[config.mk]
export PLATFORM = sky130hd
export DESIGN_NAME = execution_unit
export DESIGN_NICKNAME = d
export VERILOG_FILES = /design/src/source/bus_pkg.sv /design/src/source/isa_pkg.sv /design/src/source/regfile_if.sv /design/src/source/instr_if.sv /design/src/source/execution_unit.sv /design/src/source/register_file.sv /design/src/source/execute_stage.sv /design/src/source/decode_stage.sv
export SDC_FILE = /design/constraint.sdc
export NUM_CORES = 1
export LEC_CHECK = 0
export CAP_MARGIN = 20
export CORE_ASPECT_RATIO = 0.7
export CORE_MARGIN = 2
export CORE_UTILIZATION = 55
export DETAILED_ROUTE_END_ITERATION = 12
export DONT_BUFFER_PORTS = 1
export PLACE_DENSITY = 0.82
export SLEW_MARGIN = 5
export SYNTH_ARGS = -nofsm -noshare
export SYNTH_HDL_FRONTEND = slang
export SYNTH_SLANG_ARGS = --single-unit
[constraint.sdc]
create_clock -name clk -period 5.44 [get_ports clk]
set_clock_uncertainty 0.05 [all_clocks]
set_input_delay 1.088 -clock clk [delete_from_list [all_inputs] [get_ports clk]]
set_output_delay 1.088 -clock clk [all_outputs]
set_load 0.01 [all_outputs]
[src/source/bus_pkg.sv]
package bus_pkg;

    // 20-bit physical address, segment * 16 + offset
    localparam int ADDR_W = 20;

    // bus command codes, held until bus_command_done
    localparam logic [1:0] BUS_IDLE  = 2'd0;
    localparam logic [1:0] BUS_READ  = 2'd1;
    localparam logic [1:0] BUS_WRITE = 2'd2;

endpackage

[src/source/isa_pkg.sv]
package isa_pkg;

    // operand width and prefetch queue byte width
    localparam int DATA_W    = 16;
    localparam int BYTE_W    = 8;
    localparam int REG_ID_W  = 3;
    localparam int SREG_ID_W = 2;

    // mov opcodes with the w bit (and the register for b0..bf) masked off
    localparam logic [7:0] OPC_MOV_RM_R    = 8'h88;  // r -> r/m
    localparam logic [7:0] OPC_MOV_R_RM    = 8'h8a;  // r/m -> r
    localparam logic [7:0] OPC_MOV_RM_SREG = 8'h8c;  // sreg -> r/m
    localparam logic [7:0] OPC_MOV_SREG_RM = 8'h8e;  // r/m -> sreg
    localparam logic [7:0] OPC_MOV_IMM_R   = 8'hb0;  // imm -> r, bit 3 is w
    localparam logic [7:0] OPC_MOV_IMM_RM  = 8'hc6;  // imm -> r/m

    // modrm encodings
    localparam logic [1:0] MOD_REG   = 2'b11;
    // with mod 00 this rm means a bare disp16 address
    localparam logic [2:0] RM_DIRECT = 3'b110;

    // word registers that take part in address generation
    localparam logic [2:0] REG_BX = 3'd3;
    localparam logic [2:0] REG_BP = 3'd5;
    localparam logic [2:0] REG_IX = 3'd6;
    localparam logic [2:0] REG_IY = 3'd7;

    // default segments, ss whenever bp forms the address
    localparam logic [1:0] SEG_SS = 2'd2;
    localparam logic [1:0] SEG_DS = 2'd3;

    // operand kinds shared by decode and execute
    localparam logic [1:0] SRC_REG  = 2'd0;
    localparam logic [1:0] SRC_MEM  = 2'd1;
    localparam logic [1:0] SRC_IMM  = 2'd2;
    localparam logic [1:0] SRC_SREG = 2'd3;

    // position of the next byte within an instruction
    localparam logic [2:0] FETCH_OPCODE  = 3'd0;
    localparam logic [2:0] FETCH_MODRM   = 3'd1;
    localparam logic [2:0] FETCH_DISP_LO = 3'd2;
    localparam logic [2:0] FETCH_DISP_HI = 3'd3;
    localparam logic [2:0] FETCH_IMM_LO  = 3'd4;
    localparam logic [2:0] FETCH_IMM_HI  = 3'd5;

endpackage
[src/source/regfile_if.sv]
`timescale 1ns/1ps

interface regfile_if
    import isa_pkg::*;
();

    // read ids, data comes back in the same cycle
    logic [REG_ID_W-1:0]  src_id;
    logic [REG_ID_W-1:0]  base_id;
    logic [REG_ID_W-1:0]  index_id;
    logic [SREG_ID_W-1:0] seg_id;
    logic [DATA_W-1:0]    src_data;
    logic [DATA_W-1:0]    base_data;
    logic [DATA_W-1:0]    index_data;
    logic [DATA_W-1:0]    seg_data;

    // writeback, lands on the next rising edge
    logic                 we;
    logic                 is_sreg;
    logic [REG_ID_W-1:0]  wr_id;
    logic                 wr_word;
    logic [DATA_W-1:0]    wr_data;

    modport driver   (output src_id, base_id, index_id, seg_id, we, is_sreg, wr_id, wr_word,
                      wr_data, input src_data, base_data, index_data, seg_data);
    modport receiver (input src_id, base_id, index_id, seg_id, we, is_sreg, wr_id, wr_word,
                      wr_data, output src_data, base_data, index_data, seg_data);

endinterface

[src/source/instr_if.sv]
`timescale 1ns/1ps

interface instr_if
    import isa_pkg::*;
();

    // transfer on a rising edge with valid and ready both high
    logic                valid;
    logic                ready;
    logic                word;
    logic [1:0]          src_kind;
    logic [1:0]          dst_kind;
    // reg_id names the source register, rm_id the destination register
    logic [REG_ID_W-1:0] reg_id;
    logic [REG_ID_W-1:0] rm_id;
    // modrm names memory, ea_mode is {mod, rm}
    logic                mem;
    logic [4:0]          ea_mode;
    // disp is already sign extended, zero when the form has none
    logic [DATA_W-1:0]   disp;
    logic [DATA_W-1:0]   imm;

    modport driver   (output valid, word, src_kind, dst_kind, reg_id, rm_id, mem, ea_mode,
                      disp, imm, input ready);
    modport receiver (input valid, word, src_kind, dst_kind, reg_id, rm_id, mem, ea_mode,
                      disp, imm, output ready);

endinterface

[src/source/execution_unit.sv]
`timescale 1ns/1ps

module execution_unit
    import isa_pkg::*;
    import bus_pkg::*;
(
    input  logic              clk,
    input  logic              reset,

    // prefetch queue
    input  logic [BYTE_W-1:0] prefetch_data,
    input  logic              queue_empty,
    output logic              queue_pop,

    // memory bus
    output logic [1:0]        bus_command,
    output logic [ADDR_W-1:0] bus_address,
    output logic [DATA_W-1:0] bus_data_out,
    output logic              bus_word,
    input  logic [DATA_W-1:0] bus_data_in,
    input  logic              bus_command_done,

    output logic              instruction_done
);

    // decoded instruction from decode to execute
    instr_if   instr_bus ();
    // register reads and writeback
    regfile_if regs_bus ();

    decode_stage decode_i (
        .clk           (clk),
        .reset         (reset),
        .prefetch_data (prefetch_data),
        .queue_empty   (queue_empty),
        .queue_pop     (queue_pop),
        .instr         (instr_bus.driver)
    );

    execute_stage execute_i (
        .clk              (clk),
        .reset            (reset),
        .instr            (instr_bus.receiver),
        .regs             (regs_bus.driver),
        .bus_command      (bus_command),
        .bus_address      (bus_address),
        .bus_data_out     (bus_data_out),
        .bus_word         (bus_word),
        .bus_data_in      (bus_data_in),
        .bus_command_done (bus_command_done),
        .instruction_done (instruction_done)
    );

    register_file regfile_i (
        .clk   (clk),
        .reset (reset),
        .regs  (regs_bus.receiver)
    );

endmodule

[src/source/register_file.sv]
`timescale 1ns/1ps

module register_file
    import isa_pkg::*;
(
    input  logic       clk,
    input  logic       reset,
    regfile_if.receiver regs
);

    // aw cw dw bw sp bp ix iy
    logic [DATA_W-1:0] gpr [0:(1 << REG_ID_W)-1];
    // es cs ss ds
    logic [DATA_W-1:0] sreg [0:(1 << SREG_ID_W)-1];
    logic [REG_ID_W-1:0] lane_reg;

    // read ports are plain lookups
    assign regs.src_data   = gpr[regs.src_id];
    assign regs.base_data  = gpr[regs.base_id];
    assign regs.index_data = gpr[regs.index_id];
    assign regs.seg_data   = sreg[regs.seg_id];

    // byte ids 4..7 are the high halves of aw..bw
    assign lane_reg = {1'b0, regs.wr_id[1:0]};

    always_ff @(posedge clk)
    begin
        if (reset)
        begin
            for (int i = 0; i < (1 << REG_ID_W); i++)
                gpr[i] <= '0;
            for (int i = 0; i < (1 << SREG_ID_W); i++)
                sreg[i] <= '0;
        end
        else if (regs.we)
        begin
            if (regs.is_sreg)
                sreg[regs.wr_id[SREG_ID_W-1:0]] <= regs.wr_data;
            else if (regs.wr_word)
                gpr[regs.wr_id] <= regs.wr_data;
            // byte write keeps the other lane
            else if (regs.wr_id[2])
                gpr[lane_reg][15:8] <= regs.wr_data[7:0];
            else
                gpr[lane_reg][7:0] <= regs.wr_data[7:0];
        end
    end

endmodule

[src/source/execute_stage.sv]
`timescale 1ns/1ps

module execute_stage
    import isa_pkg::*;
    import bus_pkg::*;
(
    input  logic              clk,
    input  logic              reset,
    instr_if.receiver         instr,
    regfile_if.driver         regs,
    output logic [1:0]        bus_command,
    output logic [ADDR_W-1:0] bus_address,
    output logic [DATA_W-1:0] bus_data_out,
    output logic              bus_word,
    input  logic [DATA_W-1:0] bus_data_in,
    input  logic              bus_command_done,
    output logic              instruction_done
);

    logic                 exec_q;
    logic                 word_q;
    logic [1:0]           dst_kind_q;
    logic [REG_ID_W-1:0]  dst_id_q;
    logic                 mem_q;
    logic [4:0]           ea_mode_q;
    logic [DATA_W-1:0]    disp_q;
    logic [DATA_W-1:0]    src_val_q;
    logic                 transfer;
    logic [DATA_W-1:0]    src_lane;
    logic [DATA_W-1:0]    src_value;
    logic [1:0]           mod;
    logic [2:0]           rm;
    logic                 direct;
    logic                 use_base;
    logic                 use_index;
    logic [REG_ID_W-1:0]  base_id;
    logic [SREG_ID_W-1:0] ea_seg;
    logic [DATA_W-1:0]    eff_addr;
    logic [ADDR_W-1:0]    phys_addr;
    logic                 bus_finish;

    // busy from transfer until the done edge
    assign instr.ready = !exec_q && (bus_command == BUS_IDLE);
    assign transfer    = instr.valid && instr.ready;

    // source is read in the transfer cycle, while seg_id is still free
    assign regs.src_id = instr.word ? instr.reg_id : {1'b0, instr.reg_id[1:0]};

    always_comb
    begin
        if (instr.word)
            src_lane = regs.src_data;
        else if (instr.reg_id[2])
            src_lane = {8'h00, regs.src_data[15:8]};
        else
            src_lane = {8'h00, regs.src_data[7:0]};
    end

    always_comb
    begin
        case (instr.src_kind)
            SRC_IMM:  src_value = instr.imm;
            SRC_SREG: src_value = regs.seg_data;
            SRC_REG:  src_value = src_lane;
            // memory data arrives later on the bus
            default:  src_value = '0;
        endcase
    end

    // effective address from the rm table
    assign mod       = ea_mode_q[4:3];
    assign rm        = ea_mode_q[2:0];
    assign direct    = (mod == 2'b00) && (rm == RM_DIRECT);
    assign use_index = !rm[2] || !rm[1];
    assign use_base  = (!rm[2] || rm[1]) && !direct;
    assign base_id   = ((rm[2:1] == 2'b01) || (rm == 3'b110)) ? REG_BP : REG_BX;

    assign regs.base_id  = base_id;
    assign regs.index_id = rm[0] ? REG_IY : REG_IX;

    // bp based forms default to ss
    assign ea_seg      = (use_base && (base_id == REG_BP)) ? SEG_SS : SEG_DS;
    assign regs.seg_id = exec_q ? ea_seg : instr.reg_id[SREG_ID_W-1:0];

    assign eff_addr  = (use_base ? regs.base_data : '0) + (use_index ? regs.index_data : '0)
                     + disp_q;
    assign phys_addr = {regs.seg_data, 4'h0} + {4'h0, eff_addr};

    // writeback, either a register move or the end of a bus read
    assign bus_finish   = (bus_command != BUS_IDLE) && bus_command_done;
    assign regs.we      = (exec_q && !mem_q) || (bus_finish && (bus_command == BUS_READ));
    assign regs.is_sreg = dst_kind_q == SRC_SREG;
    assign regs.wr_id   = dst_id_q;
    assign regs.wr_word = word_q;
    assign regs.wr_data = mem_q ? bus_data_in : src_val_q;

    always_ff @(posedge clk)
    begin
        if (reset)
        begin
            exec_q           <= 1'b0;
            bus_command      <= BUS_IDLE;
            instruction_done <= 1'b0;
        end
        else
        begin
            instruction_done <= 1'b0;
            if (transfer)
                exec_q <= 1'b1;
            if (exec_q)
            begin
                exec_q <= 1'b0;
                if (mem_q)
                    bus_command <= (dst_kind_q == SRC_MEM) ? BUS_WRITE : BUS_READ;
                else
                    instruction_done <= 1'b1;
            end
            if (bus_finish)
            begin
                bus_command      <= BUS_IDLE;
                instruction_done <= 1'b1;
            end
        end
    end

    always_ff @(posedge clk)
    begin
        if (transfer)
        begin
            word_q     <= instr.word;
            dst_kind_q <= instr.dst_kind;
            dst_id_q   <= instr.rm_id;
            mem_q      <= instr.mem;
            ea_mode_q  <= instr.ea_mode;
            disp_q     <= instr.disp;
            src_val_q  <= src_value;
        end
        // address and data stay put until the command completes
        if (exec_q && mem_q)
        begin
            bus_address  <= phys_addr;
            bus_data_out <= src_val_q;
            bus_word     <= word_q;
        end
    end

endmodule

[src/source/decode_stage.sv]
`timescale 1ns/1ps

module decode_stage
    import isa_pkg::*;
(
    input  logic              clk,
    input  logic              reset,
    input  logic [BYTE_W-1:0] prefetch_data,
    input  logic              queue_empty,
    output logic              queue_pop,
    instr_if.driver           instr
);

    logic [2:0]        state;
    logic [2:0]        next_state;
    logic [7:0]        opcode_q;
    logic [7:0]        modrm_q;
    logic [DATA_W-1:0] disp_q;
    logic [DATA_W-1:0] imm_q;
    logic [7:0]        cur_opcode;
    logic [7:0]        cur_modrm;
    logic [1:0]        mod;
    logic [2:0]        reg_field;
    logic [2:0]        rm;
    logic              is_rm_r;
    logic              is_r_rm;
    logic              is_rm_sreg;
    logic              is_sreg_rm;
    logic              is_imm_r;
    logic              is_imm_rm;
    logic              is_mov;
    logic              need_modrm;
    logic              need_imm;
    logic              mem;
    logic              direct;
    logic              need_disp;
    logic              disp16;
    logic              word;
    logic              to_reg_field;
    logic [1:0]        reg_kind;
    logic [1:0]        rm_kind;
    logic              last_byte;

    // the byte being popped is decoded in the same cycle it is read
    assign cur_opcode = (state == FETCH_OPCODE) ? prefetch_data : opcode_q;
    assign cur_modrm  = (state == FETCH_MODRM) ? prefetch_data : modrm_q;
    assign mod        = cur_modrm[7:6];
    assign reg_field  = cur_modrm[5:3];
    assign rm         = cur_modrm[2:0];

    assign is_rm_r    = cur_opcode[7:1] == OPC_MOV_RM_R[7:1];
    assign is_r_rm    = cur_opcode[7:1] == OPC_MOV_R_RM[7:1];
    assign is_rm_sreg = cur_opcode == OPC_MOV_RM_SREG;
    assign is_sreg_rm = cur_opcode == OPC_MOV_SREG_RM;
    assign is_imm_r   = cur_opcode[7:4] == OPC_MOV_IMM_R[7:4];
    assign is_imm_rm  = cur_opcode[7:1] == OPC_MOV_IMM_RM[7:1];
    assign is_mov     = is_rm_r | is_r_rm | is_rm_sreg | is_sreg_rm | is_imm_r | is_imm_rm;
    assign need_modrm = is_mov && !is_imm_r;
    assign need_imm   = is_imm_r || is_imm_rm;

    // segment moves are always word sized
    assign word = is_imm_r ? cur_opcode[3] : (is_rm_sreg || is_sreg_rm || cur_opcode[0]);

    assign mem       = need_modrm && (mod != MOD_REG);
    assign direct    = (mod == 2'b00) && (rm == RM_DIRECT);
    assign need_disp = mem && ((mod != 2'b00) || direct);
    assign disp16    = (mod == 2'b10) || direct;

    // 8a/8e move from the rm side into the reg field
    assign to_reg_field = is_r_rm || is_sreg_rm;
    assign reg_kind     = (is_rm_sreg || is_sreg_rm) ? SRC_SREG : SRC_REG;
    assign rm_kind      = mem ? SRC_MEM : SRC_REG;

    always_comb
    begin
        case (state)
            FETCH_OPCODE:
                // anything outside the mov family is dropped here
                next_state = !is_mov ? FETCH_OPCODE :
                             (need_modrm ? FETCH_MODRM : FETCH_IMM_LO);
            FETCH_MODRM:
                next_state = need_disp ? FETCH_DISP_LO :
                             (need_imm ? FETCH_IMM_LO : FETCH_OPCODE);
            FETCH_DISP_LO:
                next_state = disp16 ? FETCH_DISP_HI :
                             (need_imm ? FETCH_IMM_LO : FETCH_OPCODE);
            FETCH_DISP_HI:
                next_state = need_imm ? FETCH_IMM_LO : FETCH_OPCODE;
            FETCH_IMM_LO:
                next_state = word ? FETCH_IMM_HI : FETCH_OPCODE;
            default:
                next_state = FETCH_OPCODE;
        endcase
    end

    // every mov is at least two bytes, so returning to opcode means complete
    assign last_byte = (state != FETCH_OPCODE) && (next_state == FETCH_OPCODE);

    // no pop while a finished instruction waits for execute
    assign queue_pop = !queue_empty && (!instr.valid || instr.ready);

    always_ff @(posedge clk)
    begin
        if (reset)
        begin
            state       <= FETCH_OPCODE;
            instr.valid <= 1'b0;
        end
        else
        begin
            if (instr.valid && instr.ready)
                instr.valid <= 1'b0;
            if (queue_pop)
            begin
                state <= next_state;
                if (last_byte)
                    instr.valid <= 1'b1;
            end
        end
    end

    always_ff @(posedge clk)
    begin
        if (queue_pop)
        begin
            case (state)
                FETCH_OPCODE:
                    opcode_q <= prefetch_data;
                FETCH_MODRM:
                begin
                    modrm_q <= prefetch_data;
                    disp_q  <= '0;
                end
                // disp8 is sign extended now and may be overwritten by disp16 high
                FETCH_DISP_LO:
                    disp_q <= {{8{prefetch_data[7]}}, prefetch_data};
                FETCH_DISP_HI:
                    disp_q[15:8] <= prefetch_data;
                FETCH_IMM_LO:
                    imm_q <= {8'h00, prefetch_data};
                default:
                    imm_q[15:8] <= prefetch_data;
            endcase
        end

        // operand fields are frozen on the last byte and held while valid
        if (queue_pop && last_byte)
        begin
            instr.word     <= word;
            instr.src_kind <= need_imm ? SRC_IMM : (to_reg_field ? rm_kind : reg_kind);
            instr.dst_kind <= to_reg_field ? reg_kind : rm_kind;
            instr.reg_id   <= to_reg_field ? rm : reg_field;
            instr.rm_id    <= to_reg_field ? reg_field : (is_imm_r ? cur_opcode[2:0] : rm);
            instr.mem      <= mem;
            instr.ea_mode  <= {mod, rm};
        end
    end

    assign instr.disp = disp_q;
    assign instr.imm  = imm_q;

endmodule

Word level (Yosys, flattened, before mapping)
Memory sizes are Yosys's and may differ from the RTL's.
Cells that the tools add are included.

storage, ports and cells
  bits in writable memories = 192
  logic and storage cells = 188
  memories = 2
  ROM bits = 0
  bits in registers = 154
  input bits = 28
  latch bits = 0
  output and inout bits = 41

memories
  name            words  width  rd ports  clocked after Yosys merged registers in  write ports  RTL line             RTL
  regfile_i.gpr   8      16     3         0                                        8            register_file.sv:12  logic [DATA_W-1:0] gpr [0:(1 << REG_ID_W)-1];
  regfile_i.sreg  4      16     1         0                                        4            register_file.sv:14  logic [DATA_W-1:0] sreg [0:(1 << SREG_ID_W)-1];

cells by class
  equal/unequal tests = 21
  bitwise operators = 6
  $lt $le $gt $ge = 0
  add/sub/neg operators = 3
  $mul = 0
  reductions and logical operators = 57
  multiplexer cells = 71
  shift-type cells = 0
  div/mod/pow operators = 0

operator list
  cell                number
  $mux 16             7
  $pmux 16 s3         1
  $reduce_or 16->1    3
  $mux 3              13
  $mux 1              36
  $add 16x16->16      2
  $pmux 8 s2          2
  $mux 8              3
  $pmux 8 s3          1
  $eq 7x7->1 const B  3
  $add 20x16->20      1
  $eq 8x8->1 const B  2
  $logic_and 1x1->1   16
  $pmux 3 s5          1
  $mux 2              7
  $eq 3x3->1 const B  4
  $logic_or 1x1->1    11
  $reduce_and 2->1    5
  $eq 2x2->1 const B  4
  $logic_not 1->1     8
  $logic_not 2->1     4
  $eq 2x1->1 const B  3
  $eq 3x2->1 const B  2
  $logic_not 3->1     2
  other kinds (9)     17

Longest topological paths before layout
  depth after elaboration = 17
  depth in mapped cells = 22
  mapped depth without buffers = 20

Cells and area by module
Synthesis repeated with hierarchy kept, for this count alone.

unflattened totals
  cells, all modules = 1360
  area, all modules = 18963.2 um^2

modules (own cells, without submodules)
  module         area an instance (um^2)  sequential area each (um^2)  cells each  instances
  register_file  10513.8                  5765.5                       661         1
  execute_stage  5320.1                   2512.4                       449         1
  decode_stage   3129.3                   2031.9                       250         1

Worst setup path before layout
No wires, ideal clock.

  path kind = register to register
  start point = register execute_i.ea_mode_q[0]
  end point = register execute_i.bus_address[17], data pin
  arrival = 5160 ps
  stages on the path, launching flop included = 22
  setup time = 266 ps
  path slack = -36 ps
  data required time = 5124 ps
  clock period less this slack = 5476 ps
  path buffers = 2
  cell sequence = edfxtp_1 > buf_2 > a21boi_1 > clkbuf_1 > mux2_2 > nand2_1 > fa_1 > inv_1 > ha_1 > a211o_1 > a2111oi_0 > nor3_1 > a211oi_1 > nor2b_1 > o311ai_0 > ha_1 > inv_1 > o21bai_1 > a21oi_1 > a21boi_0 > a21boi_0 > xor2_1

between the ends
  word-level cells in the longest chain between the ends = 9
  elaborated cells between the ends (all ways) = 18
  those cells by class = 3 x add/sub; 2 x eq/ne; 6 x mux; 5 x reduce/logical; 2 x memory

ends and longest elaborated chain
  element                                                               RTL line              RTL
  from (decl)                                                           execute_stage.sv:25   logic [4:0] ea_mode_q;
  from (signal assigned)                                                execute_stage.sv:134  ea_mode_q <= instr.ea_mode;
  parallel branches: the longest is 8 deep, another holds $mem_v2 8x16  -
  $add 20x16->20 (*)                                                    execute_stage.sv:87   assign phys_addr = {regs.seg_data, 4'h0} + {4'h0, eff_addr};
  named net execute_i.phys_addr[17]                                     execute_stage.sv:39   logic [ADDR_W-1:0] phys_addr;
  to (signal assigned)                                                  execute_stage.sv:141  bus_address <= phys_addr;
  to (decl)                                                             execute_stage.sv:12   output logic [ADDR_W-1:0] bus_address,

Mark *: on every way through the listed nets, which the timed path passes.
A chain may end at the register's enable or synchronous reset.

Worst setup path in the final report
Ends and elaborated chain as after synthesis.

==> results.txt <==
part of the power in combinational logic -> 13.6%
antenna violations before repair -> 2
Min Hold Slack -> 0.361 ns
worst hold-check path type -> reg -> reg
first-pass GRT wire length -> 65,700 µm
Seq/Total Area, Yosys -> 61.3%
Port Buffers -> 0
All-Layer GR Usage -> 28.6%
CP Capture Type -> register
vias in the first global route -> 10,324
fin crit share -> 97.3%
Crit Path Max Fanout -> 5
total clock sinks -> 346
sequential group share of total power -> 50.5%
Total Routed Length -> 45,100 µm
Max Cap Viol -> 0
site row count -> 53
placed cells -> 1,663
gpl congestion -> 1.01
Final WS setup -> 0.147 ns
Int Pwr -> 4.59 mW
Async SR Flop Fraction -> 0%
overflow left after global routing -> 0
pre-CTS setup slack -> -0.0981 ns
FILL cells -> 2,188
Pwr Total -> 6.16 mW
clock buffer depth -> 3
minimum clock period -> 5.29 ns
Warnings, synthesis -> 0
worst relative slew slack -> 28.0%
routed vias -> 10,956
crit path launch type -> register
Pins Over Slew Limit -> 0
overall die width -> 213 µm
DR iter-0 viols -> 1,634
largest net degree at the start of global routing -> 42
most common flop cell mapped by yosys -> edfxtp_1
arrival time at the worst endpoint -> 5.59 ns
synth unique cells -> 62
CTS tree -> yes
Die H -> 150 µm
syn_nets -> 1,359
Nets -> 1,359
clk root buf -> clkbuf_16
Fin. Hold Viols -> 0
Req. time, crit path -> 5.73 ns
CTS buffer count -> 31
actual slew at the worst max-slew pin -> 1.07 ns
Routed WL per cell -> 26.2 µm
Avg Vias per Cell -> 6.37
PD cells -> 335 nW/µm²
Lkg Pwr -> 6.89 nW
Setup CP Type -> reg -> reg
min-delay src -> decode_i.instr.disp[6]
Post-Syn Instances -> 1,287
Initial Util -> 56.0%
Ports -> 69
H-tree lvl count -> 1
Cell Count, Final, Fillers Out -> 1,720
P_sw -> 1.56 mW
Clock power frac -> 35.9%
Syn Area/Cell -> 13.1 µm²
Setup crit start -> execute_i.ea_mode_q[0]
layout cells sized above 1 -> 14.5%
CTS clk-pin slew, worst paths -> 0.07 ns
core box area -> 30,000 µm²
drt first pass iters -> 6
FF+latch count, synth -> 346
maximum vdd drop -> 0.298 mV
Area Growth Syn to Fin -> 9.03%
Post-synth EDFFs -> 338
switching portion of total power -> 25.4%
Total Neg Setup Slack -> 0 ns
synthesized area -> 16,800 µm²
DP Wirelength -> 32,300 µm
# DRC -> 0
worst skew pair latency -> 0.60 ns
die area -> 32,000 µm²
Detail Route Antenna Nets -> 0
max frequency -> 0.189 GHz
r2r startpoint -> execute_i.ea_mode_q[0]
final setup violation count -> 0
outcome -> completed
-- power groups by stage --
stage	Combinational (mW)	Sequential, mW	Clock [mW]
after CTS	0.800	3.10	2.22
after global routing	0.892	3.11	2.31
after floorplan	0.582	3.12	0
after detailed placement	0.792	3.16	0
after global placement	0.768	3.16	0
final	0.835	3.11	2.21
-- cells in the mapped netlist (all sizes together) (5+ instances only) --
cell / instances / share of area, %
nor3: 14 / 0.45
ha: 27 / 2.0
a211oi: 8 / 0.46
or2: 6 / 0.22
o211ai: 8 / 0.36
xnor2: 16 / 0.83
dfxtp: 8 / 0.95
fa: 17 / 2.0
nor2b: 15 / 0.56
nand3: 17 / 0.51
nand4: 5 / 0.19
nand2: 114 / 2.5
edfxtp: 338 / 60
nor2: 225 / 5.0
xor2: 7 / 0.36
a21boi: 5 / 0.22
a21oi: 33 / 0.98
and2: 16 / 0.59
mux4: 47 / 6.3
or3: 6 / 0.22
clkbuf: 45 / 1.0
mux2i: 69 / 4.1
buf: 17 / 0.56
o22ai: 17 / 0.63
o21a: 8 / 0.36
o21ai: 27 / 0.80
nand2b: 7 / 0.26
inv: 64 / 1.4
mux2: 46 / 3.1
and3: 5 / 0.19
-- layout make-up --
type	count	area (µm²)	area share (%)
clock buffers	35	791	4.31
flip-flops and latches	346	10300	56.2
inverters	64	240	1.31
multi-input cells	815	6070	33.1
repair buffers	29	221	1.21
well taps	412	515	2.81
clock inverters	18	204	1.11
diodes	1	2.50	0.0136
-- critical path, stage by stage (launching register included) --
cell	delay [ns]
edfxtp_1	0.50
a21boi_4	0.26
buf_4	0.16
mux2_2	0.33
nand2_1	0.10
fa_1	0.43
inv_1	0.07
ha_1	0.27
o21a_1	0.24
a2111oi_1	0.42
nor3_1	0.15
a211oi_1	0.29
nor2b_1	0.13
o311ai_2	0.30
ha_1	0.33
inv_1	0.16
o21bai_1	0.12
a21oi_1	0.25
a21boi_2	0.22
a21boi_0	0.12
xor2_1	0.15
-- registers in the layout (all words and copies together) (netlist names), 5 cells and up --
name,cells
regfile_i.gpr,128
regfile_i.sreg,64
execute_i.bus_address,20
decode_i.instr.disp,16
decode_i.instr.imm,16
execute_i.bus_data_out,16
execute_i.disp_q,16
execute_i.src_val_q,16
decode_i.modrm_q,8
decode_i.opcode_q,8
decode_i.instr.ea_mode,5
execute_i.ea_mode_q,5
-- routing by layer --
metal,track usage [%],routed length [µm],vias up
li1,-,-,4703
met1,41.0,17500,5360
met2,40.2,18800,795
met3,11.8,7510,98
met4,7.66,1330,0
met5,0,0,-
-- path summary, 6_finish.rpt --
check                               to  slack [ns]  cells past startpoint
min reg2reg        execute_i.disp_q[6]        0.36                      0
min                execute_i.disp_q[6]        0.36                      0
max reg2reg  execute_i.bus_address[17]        0.15                     20
max          execute_i.bus_address[17]        0.15                     20
-- repair_timing --
| item | in CTS | in global routing |
|---|---|---|
| hold endpoints to repair | 0 | 0 |
| buffers inserted | 0 | 3 |
| hold buffers | 0 | 0 |
| endpoints found under the setup margin | 2 | 5 |
| pin swaps | 0 | 1 |
| gates cloned | 0 | 0 |
| gates resized for setup | 2 | 9 |
-- cells by family (layout without fill, tap and decap cells) --
kind of cell	after synthesis	after routing	synth area share, %
xor+xnor	23	23	1.20
other cells	0	1	0
simple gates	447	447	11.6
flops	346	346	61.3
compound gates	139	139	5.48
fa+ha+maj	44	44	4.03
mux	162	162	13.5
buf+inv	126	146	2.99
-- through the flow --
stage	cell area, µm²	util [%]
6_report	18400	61.1
5_1_grt	18300	61.1
4_1_cts	18300	60.9
3_5_place_dp	17300	57.6
3_3_place_gp	17300	57.6
2_1_floorplan	16800	-
-- cells in the final DEF, fill, tap and decap left out, types with 12 or more instances in the layout --
cell type,netlist,layout
a21oi_1,33,33
and2_1,16,15
buf_4,2,28
clkbuf_16,0,31
edfxtp_1,338,338
fa_1,17,17
ha_1,27,27
inv_1,64,63
mux2_2,46,46
mux2i_1,69,69
mux4_2,47,47
nand2_1,114,113
nand3_1,17,17
nor2_1,225,225
nor2b_1,15,15
nor3_1,13,12
o21ai_0,27,27
o22ai_1,17,16
xnor2_1,16,16
(Power assumes the default switching activity.)
